### config.mk
export PLATFORM = sky130hd
export DESIGN_NAME = decode_stage
export DESIGN_NICKNAME = d
export VERILOG_FILES = /design/src/verilog/riscv_isa_pkg.sv /design/src/verilog/decode_pkg.sv /design/src/verilog/imm_gen.sv /design/src/verilog/ctrl_decoder.sv /design/src/verilog/decode_pipe_reg.sv /design/src/verilog/decode_stage.sv
export SDC_FILE = /design/constraint.sdc
export NUM_CORES = 1
export LEC_CHECK = 0
export BUFFER_PORTS_ARGS = -buffer_cell sky130_fd_sc_hd__buf_2
export CORE_ASPECT_RATIO = 0.6
export CORE_MARGIN = 3
export CORE_UTILIZATION = 42
export DETAILED_ROUTE_END_ITERATION = 12
export GPL_ROUTABILITY_DRIVEN = 0
export PLACE_DENSITY = 0.8
export SKIP_CTS_REPAIR_TIMING = 1
export SYNTH_ARGS = -nofsm -noshare
export SYNTH_HDL_FRONTEND = slang
export SYNTH_HIERARCHICAL = 1
export SYNTH_SLANG_ARGS = --single-unit
### constraint.sdc
create_clock -name clk_i -period 1.3 [get_ports clk_i]
set_input_delay 0.065 -clock clk_i [delete_from_list [all_inputs] [get_ports clk_i]]
set_output_delay 0.065 -clock clk_i [all_outputs]
set_load 0.005 [all_outputs]
### src/verilog/riscv_isa_pkg.sv
package riscv_isa_pkg;

    // ========================================
    // Widths
    // ========================================

    localparam int XLEN       = 32;       // Data and address width
    localparam int REG_ADDR_W = 5;        // Register index width

    // ========================================
    // Opcodes and formats
    // ========================================

    typedef enum logic [6:0] {
        OP_LUI    = 7'b0110111,           // Load upper immediate
        OP_AUIPC  = 7'b0010111,           // Upper immediate plus PC
        OP_JAL    = 7'b1101111,           // Jump and link
        OP_JALR   = 7'b1100111,           // Jump and link register
        OP_BRANCH = 7'b1100011,           // Conditional branches
        OP_LOAD   = 7'b0000011,           // Loads
        OP_STORE  = 7'b0100011,           // Stores
        OP_IMM    = 7'b0010011,           // Register-immediate ALU
        OP_REG    = 7'b0110011            // Register-register ALU
    } opcode_t;

    typedef enum logic [2:0] {
        FMT_R = 3'b000,                   // No immediate
        FMT_I = 3'b001,                   // 12-bit, bits 31:20
        FMT_S = 3'b010,                   // 12-bit, split around rd slot
        FMT_B = 3'b011,                   // 13-bit branch offset
        FMT_U = 3'b100,                   // Upper 20 bits
        FMT_J = 3'b101                    // 21-bit jump offset
    } instr_fmt_t;

    // ========================================
    // Instruction word views
    // ========================================

    // Register view, used for control and register addressing
    typedef struct packed {
        logic [6:0]            funct7;    // Bits 31:25
        logic [REG_ADDR_W-1:0] rs2;       // Bits 24:20
        logic [REG_ADDR_W-1:0] rs1;       // Bits 19:15
        logic [2:0]            funct3;    // Bits 14:12
        logic [REG_ADDR_W-1:0] rd;        // Bits 11:7
        logic [6:0]            opcode;    // Bits 6:0
    } r_fields_t;

    // Same bits cut at every immediate boundary of I/S/B/U/J
    typedef struct packed {
        logic       sign;                 // Bit 31, sign of every format
        logic [5:0] b30_25;               // Shared by I/S/B/U/J
        logic [3:0] b24_21;               // I, U and J
        logic       b20;                  // I lsb, U, J bit 11
        logic [7:0] b19_12;               // U and J
        logic [3:0] b11_8;                // S and B
        logic       b7;                   // S lsb, B bit 11
        logic [6:0] opcode;               // Bits 6:0
    } imm_fields_t;

    // One instruction word, decoded two ways
    typedef union packed {
        r_fields_t   r_view;              // Register fields
        imm_fields_t imm_view;            // Immediate pieces
    } instr_word_u;

endpackage

### src/verilog/decode_pkg.sv
package decode_pkg;

    // ========================================
    // ALU and memory encodings
    // ========================================

    // Codes shared with the execute-stage ALU
    typedef enum logic [3:0] {
        ALU_ADD  = 4'b0000,               // a + b
        ALU_SUB  = 4'b0001,               // a - b
        ALU_AND  = 4'b0010,               // a & b
        ALU_OR   = 4'b0011,               // a | b
        ALU_XOR  = 4'b0100,               // a ^ b
        ALU_SLT  = 4'b0101,               // Signed compare
        ALU_SLTU = 4'b0110,               // Unsigned compare
        ALU_SLL  = 4'b0111,               // Shift left
        ALU_SRL  = 4'b1000,               // Shift right logical
        ALU_SRA  = 4'b1001,               // Shift right arithmetic
        ALU_LUI  = 4'b1010,               // Pass operand b
        ALU_COPY = 4'b1011                // Pass operand a
    } alu_op_t;

    // Access size, same code as load/store funct3
    typedef enum logic [2:0] {
        MEM_B  = 3'b000,                  // Byte, signed
        MEM_H  = 3'b001,                  // Half, signed
        MEM_W  = 3'b010,                  // Word
        MEM_BU = 3'b100,                  // Byte, unsigned
        MEM_HU = 3'b101                   // Half, unsigned
    } mem_size_t;

    // ========================================
    // Stage bundles
    // ========================================

    typedef struct packed {
        alu_op_t    alu_op;               // ALU function
        logic       alu_src;              // 1 = immediate as operand b
        logic       reg_write;            // Writes rd
        logic       mem_read;             // Load
        logic       mem_write;            // Store
        mem_size_t  mem_size;             // Load/store width
        logic       branch;               // Conditional branch
        logic       jump;                 // JAL or JALR
        logic [2:0] branch_type;          // Branch funct3
    } ctrl_t;

    // What execute sees from decode
    typedef struct packed {
        logic                              valid;     // Fetch valid, carried along
        logic [riscv_isa_pkg::XLEN-1:0]    pc;        // Instruction address
        logic [riscv_isa_pkg::REG_ADDR_W-1:0] rd;     // Destination register
        logic [riscv_isa_pkg::XLEN-1:0]    rs1_data;  // Operand a from regfile
        logic [riscv_isa_pkg::XLEN-1:0]    rs2_data;  // Operand b from regfile
        logic [riscv_isa_pkg::XLEN-1:0]    imm;       // Sign-extended immediate
        ctrl_t                             ctrl;      // Control bundle
    } dec_out_t;

endpackage

### src/verilog/imm_gen.sv
`timescale 1ns/1ps

module imm_gen (
    input  riscv_isa_pkg::instr_word_u          instr_i,   // Raw instruction word
    output logic [riscv_isa_pkg::XLEN-1:0]      imm_o      // Sign-extended immediate
);

    import riscv_isa_pkg::*;

    instr_fmt_t  fmt;                     // Detected format
    imm_fields_t f;                       // Immediate view of the word

    assign f = instr_i.imm_view;

    // ========================================
    // Format detection
    // ========================================

    always_comb begin
        case (f.opcode)
            OP_LUI, OP_AUIPC: fmt = FMT_U;
            OP_JAL:           fmt = FMT_J;
            OP_BRANCH:        fmt = FMT_B;
            OP_STORE:         fmt = FMT_S;
            OP_REG:           fmt = FMT_R;
            default:          fmt = FMT_I;  // JALR, loads, OP-IMM, unknown
        endcase
    end

    // ========================================
    // Immediate assembly
    // ========================================

    always_comb begin
        case (fmt)
            FMT_I: begin
                imm_o = {{21{f.sign}}, f.b30_25, f.b24_21, f.b20};           // imm[11:0]
            end
            FMT_S: begin
                imm_o = {{21{f.sign}}, f.b30_25, f.b11_8, f.b7};             // imm[11:0]
            end
            FMT_B: begin
                // Bit 7 lands at imm[11], lsb always zero
                imm_o = {{20{f.sign}}, f.b7, f.b30_25, f.b11_8, 1'b0};
            end
            FMT_U: begin
                imm_o = {f.sign, f.b30_25, f.b24_21, f.b20, f.b19_12, 12'h000};
            end
            FMT_J: begin
                // imm[20|10:1|11|19:12] reordered to natural order
                imm_o = {{12{f.sign}}, f.b19_12, f.b20, f.b30_25, f.b24_21, 1'b0};
            end
            default: begin
                imm_o = '0;                   // R-type has none
            end
        endcase
    end

endmodule

### src/verilog/ctrl_decoder.sv
`timescale 1ns/1ps

module ctrl_decoder (
    input  riscv_isa_pkg::instr_word_u instr_i,   // Raw instruction word
    output decode_pkg::ctrl_t          ctrl_o     // Control for execute/memory
);

    import riscv_isa_pkg::*;
    import decode_pkg::*;

    logic [6:0] opcode;                   // Major opcode
    logic [2:0] funct3;                   // Minor opcode
    logic       alt;                      // funct7 bit 5
    logic       sub_en;                   // SUB only valid in OP
    alu_op_t    arith_op;                 // Shared OP/OP-IMM result
    alu_op_t    cmp_op;                   // Branch compare op

    assign opcode = instr_i.r_view.opcode;
    assign funct3 = instr_i.r_view.funct3;
    assign alt    = instr_i.r_view.funct7[5];
    assign sub_en = (opcode == OP_REG) && alt;  // ADDI has no SUBI

    // ========================================
    // Arithmetic funct3 table
    // ========================================

    always_comb begin
        case (funct3)
            3'b000:  arith_op = sub_en ? ALU_SUB : ALU_ADD;
            3'b001:  arith_op = ALU_SLL;
            3'b010:  arith_op = ALU_SLT;
            3'b011:  arith_op = ALU_SLTU;
            3'b100:  arith_op = ALU_XOR;
            3'b101:  arith_op = alt ? ALU_SRA : ALU_SRL;  // Both OP and OP-IMM
            3'b110:  arith_op = ALU_OR;
            default: arith_op = ALU_AND;
        endcase
    end

    // Branch compare, EQ/NE by subtract
    always_comb begin
        case (funct3)
            3'b000, 3'b001: cmp_op = ALU_SUB;     // BEQ, BNE
            3'b100, 3'b101: cmp_op = ALU_SLT;     // BLT, BGE
            3'b110, 3'b111: cmp_op = ALU_SLTU;    // BLTU, BGEU
            default:        cmp_op = ALU_SUB;     // Reserved codes
        endcase
    end

    // ========================================
    // Per-opcode control
    // ========================================

    always_comb begin
        ctrl_o             = '0;           // Enables off, reg source
        ctrl_o.alu_op      = ALU_ADD;
        ctrl_o.mem_size    = MEM_W;

        case (opcode)
            OP_LUI: begin
                ctrl_o.reg_write = 1'b1;
                ctrl_o.alu_op    = ALU_LUI;   // Pass the U immediate
                ctrl_o.alu_src   = 1'b1;
            end
            OP_AUIPC: begin
                ctrl_o.reg_write = 1'b1;
                ctrl_o.alu_src   = 1'b1;      // PC + imm in execute
            end
            OP_JAL: begin
                ctrl_o.reg_write = 1'b1;
                ctrl_o.alu_src   = 1'b1;
                ctrl_o.jump      = 1'b1;
            end
            OP_JALR: begin
                ctrl_o.reg_write = 1'b1;
                ctrl_o.alu_op    = ALU_COPY;
                ctrl_o.jump      = 1'b1;      // Target formed in execute
            end
            OP_BRANCH: begin
                ctrl_o.branch      = 1'b1;
                ctrl_o.branch_type = funct3;
                ctrl_o.alu_op      = cmp_op;  // rs1 vs rs2
            end
            OP_LOAD: begin
                ctrl_o.reg_write = 1'b1;
                ctrl_o.mem_read  = 1'b1;
                ctrl_o.alu_src   = 1'b1;      // Address = rs1 + imm
                case (funct3)
                    3'b000:  ctrl_o.mem_size = MEM_B;   // LB
                    3'b001:  ctrl_o.mem_size = MEM_H;   // LH
                    3'b100:  ctrl_o.mem_size = MEM_BU;  // LBU
                    3'b101:  ctrl_o.mem_size = MEM_HU;  // LHU
                    default: ctrl_o.mem_size = MEM_W;   // LW and illegal
                endcase
            end
            OP_STORE: begin
                ctrl_o.mem_write = 1'b1;
                ctrl_o.alu_src   = 1'b1;
                case (funct3)
                    3'b000:  ctrl_o.mem_size = MEM_B;   // SB
                    3'b001:  ctrl_o.mem_size = MEM_H;   // SH
                    default: ctrl_o.mem_size = MEM_W;   // SW and illegal
                endcase
            end
            OP_IMM: begin
                ctrl_o.reg_write = 1'b1;
                ctrl_o.alu_src   = 1'b1;
                ctrl_o.alu_op    = arith_op;
            end
            OP_REG: begin
                ctrl_o.reg_write = 1'b1;
                ctrl_o.alu_op    = arith_op;
            end
            default: begin
                ctrl_o.alu_op    = ALU_ADD;   // Unknown acts as a NOP
            end
        endcase
    end

endmodule

### src/verilog/decode_pipe_reg.sv
`timescale 1ns/1ps

module decode_pipe_reg (
    input  logic                 clk_i,    // Core clock
    input  logic                 rst_i,    // Sync reset, active high
    input  logic                 stall_i,  // Hold current contents
    input  decode_pkg::dec_out_t d_i,      // Next decode bundle
    output decode_pkg::dec_out_t q_o       // Registered bundle to execute
);

    // ========================================
    // Decode/execute register
    // ========================================

    // Zero also gives ALU_ADD and mem_size 000
    always_ff @(posedge clk_i) begin
        if (rst_i) begin
            q_o <= '0;
        end else if (!stall_i) begin
            q_o <= d_i;                   // One-cycle latency
        end
    end

    // ========================================
    // Checks
    // ========================================

    // A stalled edge must not disturb execute's view
    a_stall_hold: assert property (
        @(posedge clk_i) disable iff (rst_i)
        stall_i |=> $stable(q_o)
    ) else $error("decode register changed across a stall");

    // Decoder must not mark one instruction as both load and store
    a_mem_excl: assert property (
        @(posedge clk_i) disable iff (rst_i)
        !(q_o.ctrl.mem_read && q_o.ctrl.mem_write)
    ) else $error("mem_read and mem_write both set");

    // Branch and jump are separate opcodes
    a_flow_excl: assert property (
        @(posedge clk_i) disable iff (rst_i)
        !(q_o.ctrl.branch && q_o.ctrl.jump)
    ) else $error("branch and jump both set");

endmodule

### src/verilog/decode_stage.sv
`timescale 1ns/1ps

module decode_stage (
    input  logic                                   clk_i,          // Core clock
    input  logic                                   rst_i,          // Sync reset
    input  logic [riscv_isa_pkg::XLEN-1:0]         pc_i,           // From fetch
    input  logic [riscv_isa_pkg::XLEN-1:0]         instr_i,        // From fetch
    input  logic                                   instr_valid_i,  // Fetch valid
    input  logic                                   stall_i,        // Level hold
    input  logic [riscv_isa_pkg::XLEN-1:0]         rs1_data_i,     // Regfile port a
    input  logic [riscv_isa_pkg::XLEN-1:0]         rs2_data_i,     // Regfile port b
    output logic [riscv_isa_pkg::REG_ADDR_W-1:0]   rs1_addr_o,     // Regfile port a addr
    output logic [riscv_isa_pkg::REG_ADDR_W-1:0]   rs2_addr_o,     // Regfile port b addr
    output decode_pkg::dec_out_t                   dec_o           // To execute
);

    import riscv_isa_pkg::*;
    import decode_pkg::*;

    instr_word_u          instr_w;        // Union view of instr_i
    logic [XLEN-1:0]      imm;            // From imm_gen
    ctrl_t                ctrl;           // From ctrl_decoder
    dec_out_t             dec_next;       // Register input

    // ========================================
    // Field extraction
    // ========================================

    assign instr_w = instr_i;

    // Same-cycle read, data comes back before the edge
    assign rs1_addr_o = instr_w.r_view.rs1;
    assign rs2_addr_o = instr_w.r_view.rs2;

    // ========================================
    // Decoders
    // ========================================

    imm_gen u_imm_gen (
        .instr_i (instr_w),
        .imm_o   (imm)
    );

    ctrl_decoder u_ctrl_decoder (
        .instr_i (instr_w),
        .ctrl_o  (ctrl)
    );

    // Control decoded regardless of valid
    always_comb begin
        dec_next.valid    = instr_valid_i;
        dec_next.pc       = pc_i;
        dec_next.rd       = instr_w.r_view.rd;
        dec_next.rs1_data = rs1_data_i;
        dec_next.rs2_data = rs2_data_i;
        dec_next.imm      = imm;
        dec_next.ctrl     = ctrl;
    end

    // ========================================
    // Pipeline register
    // ========================================

    decode_pipe_reg u_pipe_reg (
        .clk_i   (clk_i),
        .rst_i   (rst_i),
        .stall_i (stall_i),
        .d_i     (dec_next),
        .q_o     (dec_o)
    );

endmodule

==> flow_summary.toml, run 1 <==
[logic_synthesis]
syn_inst = 606
synth_cell_type_count = 40
yosysWarnings = 6
ys_seq_area_share_pct = 48.64
synth_area_mm2 = 0.006173
synthFlopType = "dfxtp_1"
avgSynthCellArea_um2 = 10.19
ys_ff_latch = 150
syn_nets = 738
synth_edf_count = 0
async_flop_share_pct = 0

[power]
ir_drop_mv = 0.6972
p_per_area_mw_per_mm2 = 1204
power_leakage_nw = 4.984
total_power_mw = 11.35

[global_routing]
grt_max_degree = 102
grt_pass1_vias = 5139
track_usage_pct = 20.17
grt_pass1_wl_um = 26470
grt_overflow = 0
antenna_found_initial = 0

[route]
dr.pass1.iters = 5
detail-route-antenna-nets = 0
post-route-drc-count = 0
vias = 5775
wire_per_inst_um = 16.32
avgViaCountPerCell = 4.781
drt-initial-drc-count = 413
drt_wl_total_um = 19710

[sta]
fin_crit_sh_pct = 86.21
finClkSkew_ns = 0
final.min_clock_period_ns = 1.121
max_slew.worst_pin.slew_ns = 0.8533
rsz0062_at_grt = "no"
setup_viol = 0
finalSetupTns_ns = 0
maxSlewViolCount = 0
clock.fmax_mhz = 892.3
hold_violations = 0
relSlewSlack_pct = 42.90

[worst_setup_path]
r2r_setup_slack_ns = 0.56
cp_max_fo = 3
required_ns = 1.59
worstReg2RegEnd = "u_pipe_reg/q_o[69]"
worst_r2r_path_depth = 2
crit_arrival_ns = 1.42
r2r_start = "u_pipe_reg/q_o[69]"
path_class = "primary input to register"
worst_setup_path_start_kind = "primary input"
critPathCaptureType = "register"

[worst_hold_path]
min_from = "instr_i[27]"
min_to = "u_pipe_reg/q_o[43]"
hold_depth = 4
hold_class = "primary input to register"

[place]
portBuffers = 291
place_area_mm2 = 0.007844
dpl.cell_count = 1074
hpwl_um = 12950

[die]
die_x_um = 162.5
core_mm2 = 0.01400
initial_utilization_pct = 44.10
die-height_um = 99.91
pin_count = 292
dieArea_mm2 = 0.01624
num_rows = 33

[finish]
area_growth_syn_to_layout_pct = 52.74
seq_area_mm2 = 0.003003
fillers = 1072
design_area_mm2 = 0.009429
diodes = 0
regMostFlops = "u_pipe_reg/q_o"
multi_input_area_mm2 = 0.002768
final_util_pct = 67.36
largest_reg_flops = 150
nNetsFinal = 1135
final_layout_size_suffix_gt1_share_pct = 36.71
fin_cells = 1208
largestRegisters = "u_pipe_reg/q_o x150"

[job]
maxCapViolCount = 0

[clock_network]
clkSinkCount = 150
cts_tree = "yes"
cts-htree-levels = 4
insertion_delay_ns = 0.39
clk_pin_slew_ns = 0.07
cts_root_buffer = "clkbuf_16"
clk_path_buf_depth = 2
cts_made_buffers = 17

[status]
status = "complete, no violations"
[worst max-delay path: stages]
cell and delay (ns):
dlygate4sd3_1 0.55, buf_2 0.16, mux2i_1 0.14, nor2b_1 0.06
a221o_1 0.26, mux2i_1 0.13, nor2_1 0.06
[cell families after synthesis]
group	after synthesis	share of synthesized area [%]
multiplexers	152	24.65
XOR/XNOR	1	0.1419
AO/OA/AOI/OAI	42	5.108
buffers and inverters	54	6.526
AND/OR/NAND/NOR	207	14.94
flip-flops	150	48.64
[per-stage QoR]
stage                     hold slack [ns]  worst slack [ns]
after floorplan                    0.2089          -0.02152
after global placement             0.2921           -0.1102
after detailed placement           0.3014           -0.1784
after CTS                         -0.1288            0.2301
after global routing              0.02854           0.07432
final                             0.01491            0.1793
[synth_stat cells (2+ instances only)]
master	instances	area share, %
nand3_1	2	0.16
o21ai_0	6	0.49
a21o_2	8	1.1
nand2b_1	3	0.30
buf_8	11	2.7
a22o_1	5	0.71
nor2_1	164	10
dfxtp_1	150	49
inv_1	4	0.24
buf_4	17	2.1
and2_1	2	0.20
mux2i_1	152	25
nor3_1	5	0.41
nor2b_1	9	0.91
nand2_1	8	0.49
nor3_2	2	0.32
buf_1	3	0.18
clkbuf_1	14	0.85
a21oi_1	4	0.32
a21o_1	12	1.5
buf_2	4	0.32
a32o_1	2	0.32
nand4b_1	2	0.28
[final cells by class]
type                    instances  share of cell area, %
multi-input cells             402                  29.35
repair buffers                428                  30.11
flip-flops and latches        150                  31.85
inverters                       4                 0.1592
clock buffers                  19                  4.804
clock inverters                13                  1.181
well taps                     192                  2.548
[power breakdown]
group | total (mW) | leakage, nW | switching, mW | internal, mW
registers | 4.98 | 1.24 | 0.133 | 4.85
logic | 1.69 | 3.47 | 0.771 | 0.918
clock network | 4.68 | 0.277 | 2.07 | 2.60
[layout by cell type (no fill, tap or decap), drive strengths merged, types with 8 or more instances in the layout]
cell type    synthesis  routed
nand2                8       8
dfxtp              150     150
nor2b                9       9
mux2i              152     152
clkbuf              14      20
a21o                20      20
nor2               164     164
dlygate4sd3          0     102
inv                  4      10
buf                 36     325
nor3                 8       8
[how the worst max path moves through the flow]
stage                     startpoint  depth (start not counted)  slack, ns                 end
after floorplan           instr_i[3]                          6      -0.02  u_pipe_reg/q_o[27]
after global placement    instr_i[6]                          7      -0.11  u_pipe_reg/q_o[31]
after detailed placement  instr_i[2]                          7      -0.18  u_pipe_reg/q_o[40]
after CTS                 instr_i[2]                          7       0.23  u_pipe_reg/q_o[40]
after global routing      instr_i[2]                          7       0.07  u_pipe_reg/q_o[39]
final                     instr_i[7]                          7       0.18  u_pipe_reg/q_o[27]
[per-layer routing]
layer  global-route usage [%]  vias to the layer above  share of wire, %
li1                         -                     2830                 -
met1                    27.50                     2725                43
met2                    31.73                      202                48
met3                    5.443                       18               7.1
met4                    5.570                        0               1.1
met5                        0                        -                 0
Note: power is estimated with default switching activity, not from simulation.
==> run 2: changes to the inputs <==
--- a/config.mk
+++ b/config.mk
@@ -12,6 +12,7 @@
 export DETAILED_ROUTE_END_ITERATION = 12
 export GPL_ROUTABILITY_DRIVEN = 0
 export PLACE_DENSITY = 0.8
+export REMOVE_ABC_BUFFERS = 1
 export SKIP_CTS_REPAIR_TIMING = 1
 export SYNTH_ARGS = -nofsm -noshare
 export SYNTH_HDL_FRONTEND = slang
==> run 2 against run 1 <==
Core utilization is 0.30 points higher. Register-to-register slack hardly changed. Via count is 0.99% higher. Critical path depth is 1 higher. Setup slack better by 0.022 ns. Die area stayed put. Sequential power hardly changed. Highest routed layer unchanged. Clock-buffer cell count is 1 lower. Design area is 0.45% higher.
==> flow_summary.toml, run 2 (synthesized netlist as in run 1, its figures left out) <==
[die]
num_rows = 33
die-height_um = 99.91
core_mm2 = 0.01400
initial_utilization_pct = 44.10
pin_count = 292
dieArea_mm2 = 0.01624
die_x_um = 162.5

[clock_network]
clk_pin_slew_ns = 0.06
cts_tree = "yes"
insertion_delay_ns = 0.40
cts_made_buffers = 17
cts_root_buffer = "clkbuf_16"
clkSinkCount = 150
cts-htree-levels = 4
clk_path_buf_depth = 2

[route]
dr.pass1.iters = 5
wire_per_inst_um = 16.20
vias = 5832
drt-initial-drc-count = 299
post-route-drc-count = 0
avgViaCountPerCell = 4.808
drt_wl_total_um = 19650
detail-route-antenna-nets = 0

[global_routing]
grt_pass1_vias = 5016
grt_pass1_wl_um = 25880
track_usage_pct = 19.88
grt_overflow = 0
grt_max_degree = 55
antenna_found_initial = 0

[finish]
fin_cells = 1213
largest_reg_flops = 150
regMostFlops = "u_pipe_reg/q_o"
area_growth_syn_to_layout_pct = 53.43
largestRegisters = "u_pipe_reg/q_o x150"
final_cell_mix = "buf_2, nor2_1, mux2i_1"
nNetsFinal = 1140
final_common_cell = "buf_2"
seq_area_mm2 = 0.003003
multi_input_area_mm2 = 0.002768
fillers = 1069
final_layout_size_suffix_gt1_share_pct = 36.92
final_util_pct = 67.67
diodes = 0

[status]
status = "complete, no violations"

[worst_setup_path]
worst_setup_path_start_kind = "primary input"
cp_max_fo = 8
path_class = "primary input to register"
crit_path_max_incr_delay_ns = 0.47
critPathCaptureType = "register"
cp_cell_sequence = "buf_2, nor2_1, nor3_4, buf_4, nor3_2, a21o_2, mux2i_1, nor2_1"
slowest_stage = "nor3_2"
required_ns = 1.64
crit_arrival_ns = 1.43
crit_top_cell = "nor2_1"

[sta]
rsz0062_at_grt = "no"
relSlewSlack_pct = 46.37
maxSlewViolCount = 0
clock.fmax_mhz = 910.0
setup_viol = 0
fin_crit_sh_pct = 84.53
hold_violations = 0
final.min_clock_period_ns = 1.099
max_slew.worst_pin.slew_ns = 0.8014
finClkSkew_ns = 0

[power]
p_per_area_mw_per_mm2 = 1216
power_leakage_nw = 5.000
total_power_mw = 11.52
ir_drop_mv = 0.8468

[job]
maxCapViolCount = 0

[place]
portBuffers = 291
hpwl_um = 12990
dpl.cell_count = 1078

[worst_hold_path]
hold_class = "primary input to register"
## run 2: changes by cell type in the layout (fill, tap and decap cells not counted), sizes merged
cell	previous run	this run
clkinv	6	2
clkinvlp	1	4
buf	325	329
dlygate4sd3	102	103
inv	10	11
bufinv	0	1
clkbuf	20	19
## run 2: final timing paths
path | from | end | slack [ns] | cells past startpoint
worst min register to register | u_pipe_reg/q_o[120] | u_pipe_reg/q_o[120] | 0.49 | 2
worst min-delay path | rst_i | u_pipe_reg/q_o[11] | 0.01 | 2
worst max register to register | u_pipe_reg/q_o[133] | u_pipe_reg/q_o[133] | 0.57 | 2
worst max-delay path | instr_i[5] | u_pipe_reg/q_o[29] | 0.20 | 8
## run 2: report_power, final
part,total (mW),internal (mW),switching [mW]
combinational,1.69,0.923,0.767
clock,4.84,2.74,2.10
sequential,4.99,4.85,0.136
total,11.5,8.52,3.00
## run 2: per-stage QoR
| stage | setup slack, ns | area, um2 | TNS, ns | hold slack [ns] |
|---|---|---|---|---|
| after floorplan | -0.06667 | 5786 | -0.5416 | 0.1300 |
| after global placement | -0.08909 | 7861 | -1.975 | 0.2933 |
| after detailed placement | -0.1918 | 7861 | -3.862 | 0.3015 |
| after CTS | 0.2250 | 8441 | 0 | -0.1363 |
| after global routing | 0.1167 | 9472 | 0 | 0.002125 |
| final | 0.2012 | 9472 | 0 | 0.01005 |
## run 2: area by class of cell
type	count	share of cell area (%)
Sequential cell	150	31.70
Clock buffer	18	4.637
Timing Repair Buffer	433	30.26
Tap cell	192	2.536
Clock inverter	14	1.480
Multi-Input combinational cell	402	29.22
Inverter	4	0.1585
## run 2: metal layers
metal  part of all wire [%]  wire (um)  vias to the layer above  track usage [%]
met5                      0          0                        -                0
met4                    2.3        457                        0            5.242
met3                    8.2       1604                       36            8.206
met2                     48       9476                      240            32.66
met1                     41       8113                     2719            24.32
li1                       -          -                     2837                -
## run 2: critical path: cells and delay by family
kind | cells | cell delay (ns)
simple gates | 4 | 0.88
buf+inv | 2 | 0.27
compound gates | 1 | 0.16
mux | 1 | 0.06
==> run 3: changes to the inputs <==
==> constraint.sdc (replaced) <==
create_clock -name clk_i -period 1 [get_ports clk_i]
set_input_delay 0.05 -clock clk_i [delete_from_list [all_inputs] [get_ports clk_i]]
set_output_delay 0.05 -clock clk_i [all_outputs]
set_load 0.005 [all_outputs]
==> run 3 against run 2 <==
The flow now finishes with violations (hold timing). Hold slack worse by 0.020 ns. Combinational power grew 34%. Power grew 29%. Via count grew 0.91%. Setup slack worse by 0.18 ns. First-iteration DRC count up 46%. Non-clock buffer count grew 6. Flip-flop and latch count did not move. Critical path depth is the same. Clock-buffer cell count shrank 1. Sequential share of layout area is 0.34 points lower. Cell count rose by 0.49%. Largest cell class unchanged.
==> flow_summary.toml, run 3 (synthesized netlist as in run 1, its figures left out) <==
[finish]
largest_reg_flops = 150
multi_input_area_mm2 = 0.002813
seq_area_mm2 = 0.003003
final_util_pct = 68.41
area_growth_syn_to_layout_pct = 55.11
final_cell_mix = "buf_2, nor2_1, mux2i_1"
regMostFlops = "u_pipe_reg/q_o"
diodes = 0
final_layout_size_suffix_gt1_share_pct = 38.07
fin_cells = 1219
final_common_cell = "buf_2"
fillers = 1033
design_area_mm2 = 0.009575
nNetsFinal = 1146
largestRegisters = "u_pipe_reg/q_o x150"

[worst_setup_path]
crit_path_max_incr_delay_ns = 0.35
critPathCaptureType = "register"
path_class = "primary input to register"
cp_cell_sequence = "buf_2, buf_4, nand3_1, nor2_1, nor3_2, a221o_1, mux2i_1, nor2_1"
cp_max_fo = 5
worst_setup_path_start_kind = "primary input"
slowest_stage = "a221o_1"
required_ns = 1.29
crit_top_cell = "nor2_1"
crit_arrival_ns = 1.27

[place]
place_area_mm2 = 0.007904
portBuffers = 291
pre_cts_ws_ns = -0.4723
hpwl_um = 13200
dpl.cell_count = 1082

[clock_network]
clkSinkCount = 150
cts_tree = "yes"
cts_made_buffers = 17
cts_root_buffer = "clkbuf_16"
insertion_delay_ns = 0.41
clk_pin_slew_ns = 0.06
clk_path_buf_depth = 2
cts-htree-levels = 4

[status]
status = "finished with violations"
failed_checks = "hold timing"

[sta]
finClkSkew_ns = 0
maxSlewViolCount = 0
setup_ws_ns = 0.02197
setup_viol = 0
finalSetupTns_ns = 0
hold_violations = 2
hold_ws_ns = -0.009851
final.min_clock_period_ns = 0.9780
relSlewSlack_pct = 65.35
rsz0062_at_grt = "yes"
max_slew.worst_pin.slew_ns = 0.5193
fin_crit_sh_pct = 97.80
clock.fmax_mhz = 1022

[die]
num_rows = 33
core_mm2 = 0.01400
die-height_um = 99.91
die_x_um = 162.5
initial_utilization_pct = 44.10
dieArea_mm2 = 0.01624
pin_count = 292

[global_routing]
antenna_found_initial = 0
grt_max_degree = 56
grt_pass1_vias = 5086
grt_pass1_wl_um = 26160
track_usage_pct = 20.12
grt_overflow = 0

[route]
dr.pass1.iters = 6
routed.top_layer = "met4"
drt-initial-drc-count = 438
m1WireLength_um = 8060
wire_per_inst_um = 16.63
drt_wl_total_um = 20270
wl_met2_um = 10220
wl_met3_um = 1596
post-route-drc-count = 0
detail-route-antenna-nets = 0
avgViaCountPerCell = 4.828
vias = 5885

[power]
p_per_area_mw_per_mm2 = 1547
ir_drop_mv = 0.8848
power_leakage_nw = 5.050
total_power_mw = 14.81

[job]
maxCapViolCount = 0

[worst_hold_path]
hold_class = "primary input to register"
run 3: final timing paths:
check	from	end	slack [ns]	cells after the start
max	instr_i[2]	u_pipe_reg/q_o[27]	0.02	8
min	instr_i[28]	u_pipe_reg/q_o[44]	-0.01	4
max reg2reg	u_pipe_reg/q_o[130]	u_pipe_reg/q_o[130]	0.25	2
min reg2reg	u_pipe_reg/q_o[126]	u_pipe_reg/q_o[126]	0.49	2
run 3: where the power goes:
part	switching, mW	leakage, nW	internal [mW]
sequential	0.179	1.24	6.31
combinational	1.04	3.54	1.23
clock	2.76	0.275	3.30
total	3.97	5.05	10.8
run 3: layer usage:
layer | GRT usage, % | up-vias
met3 | 7.711 | 36
met2 | 33.65 | 230
met1 | 24.41 | 2765
met5 | 0 | -
met4 | 5.570 | 0
li1 | - | 2854
run 3: layout make-up:
cell class	instances	share of cell area (%)
inverters	4	0.1568
repair buffers	439	30.71
flip-flops and latches	150	31.36
well taps	192	2.509
multi-input cells	402	29.37
clock buffers	17	4.443
clock inverters	15	1.450
run 3: worst max-delay path: cells and delay by family:
family / cells / cell delay, ns
AO/OA/AOI/OAI: 1 / 0.35
buffers and inverters: 2 / 0.27
AND/OR/NAND/NOR: 4 / 0.47
multiplexers: 1 / 0.12
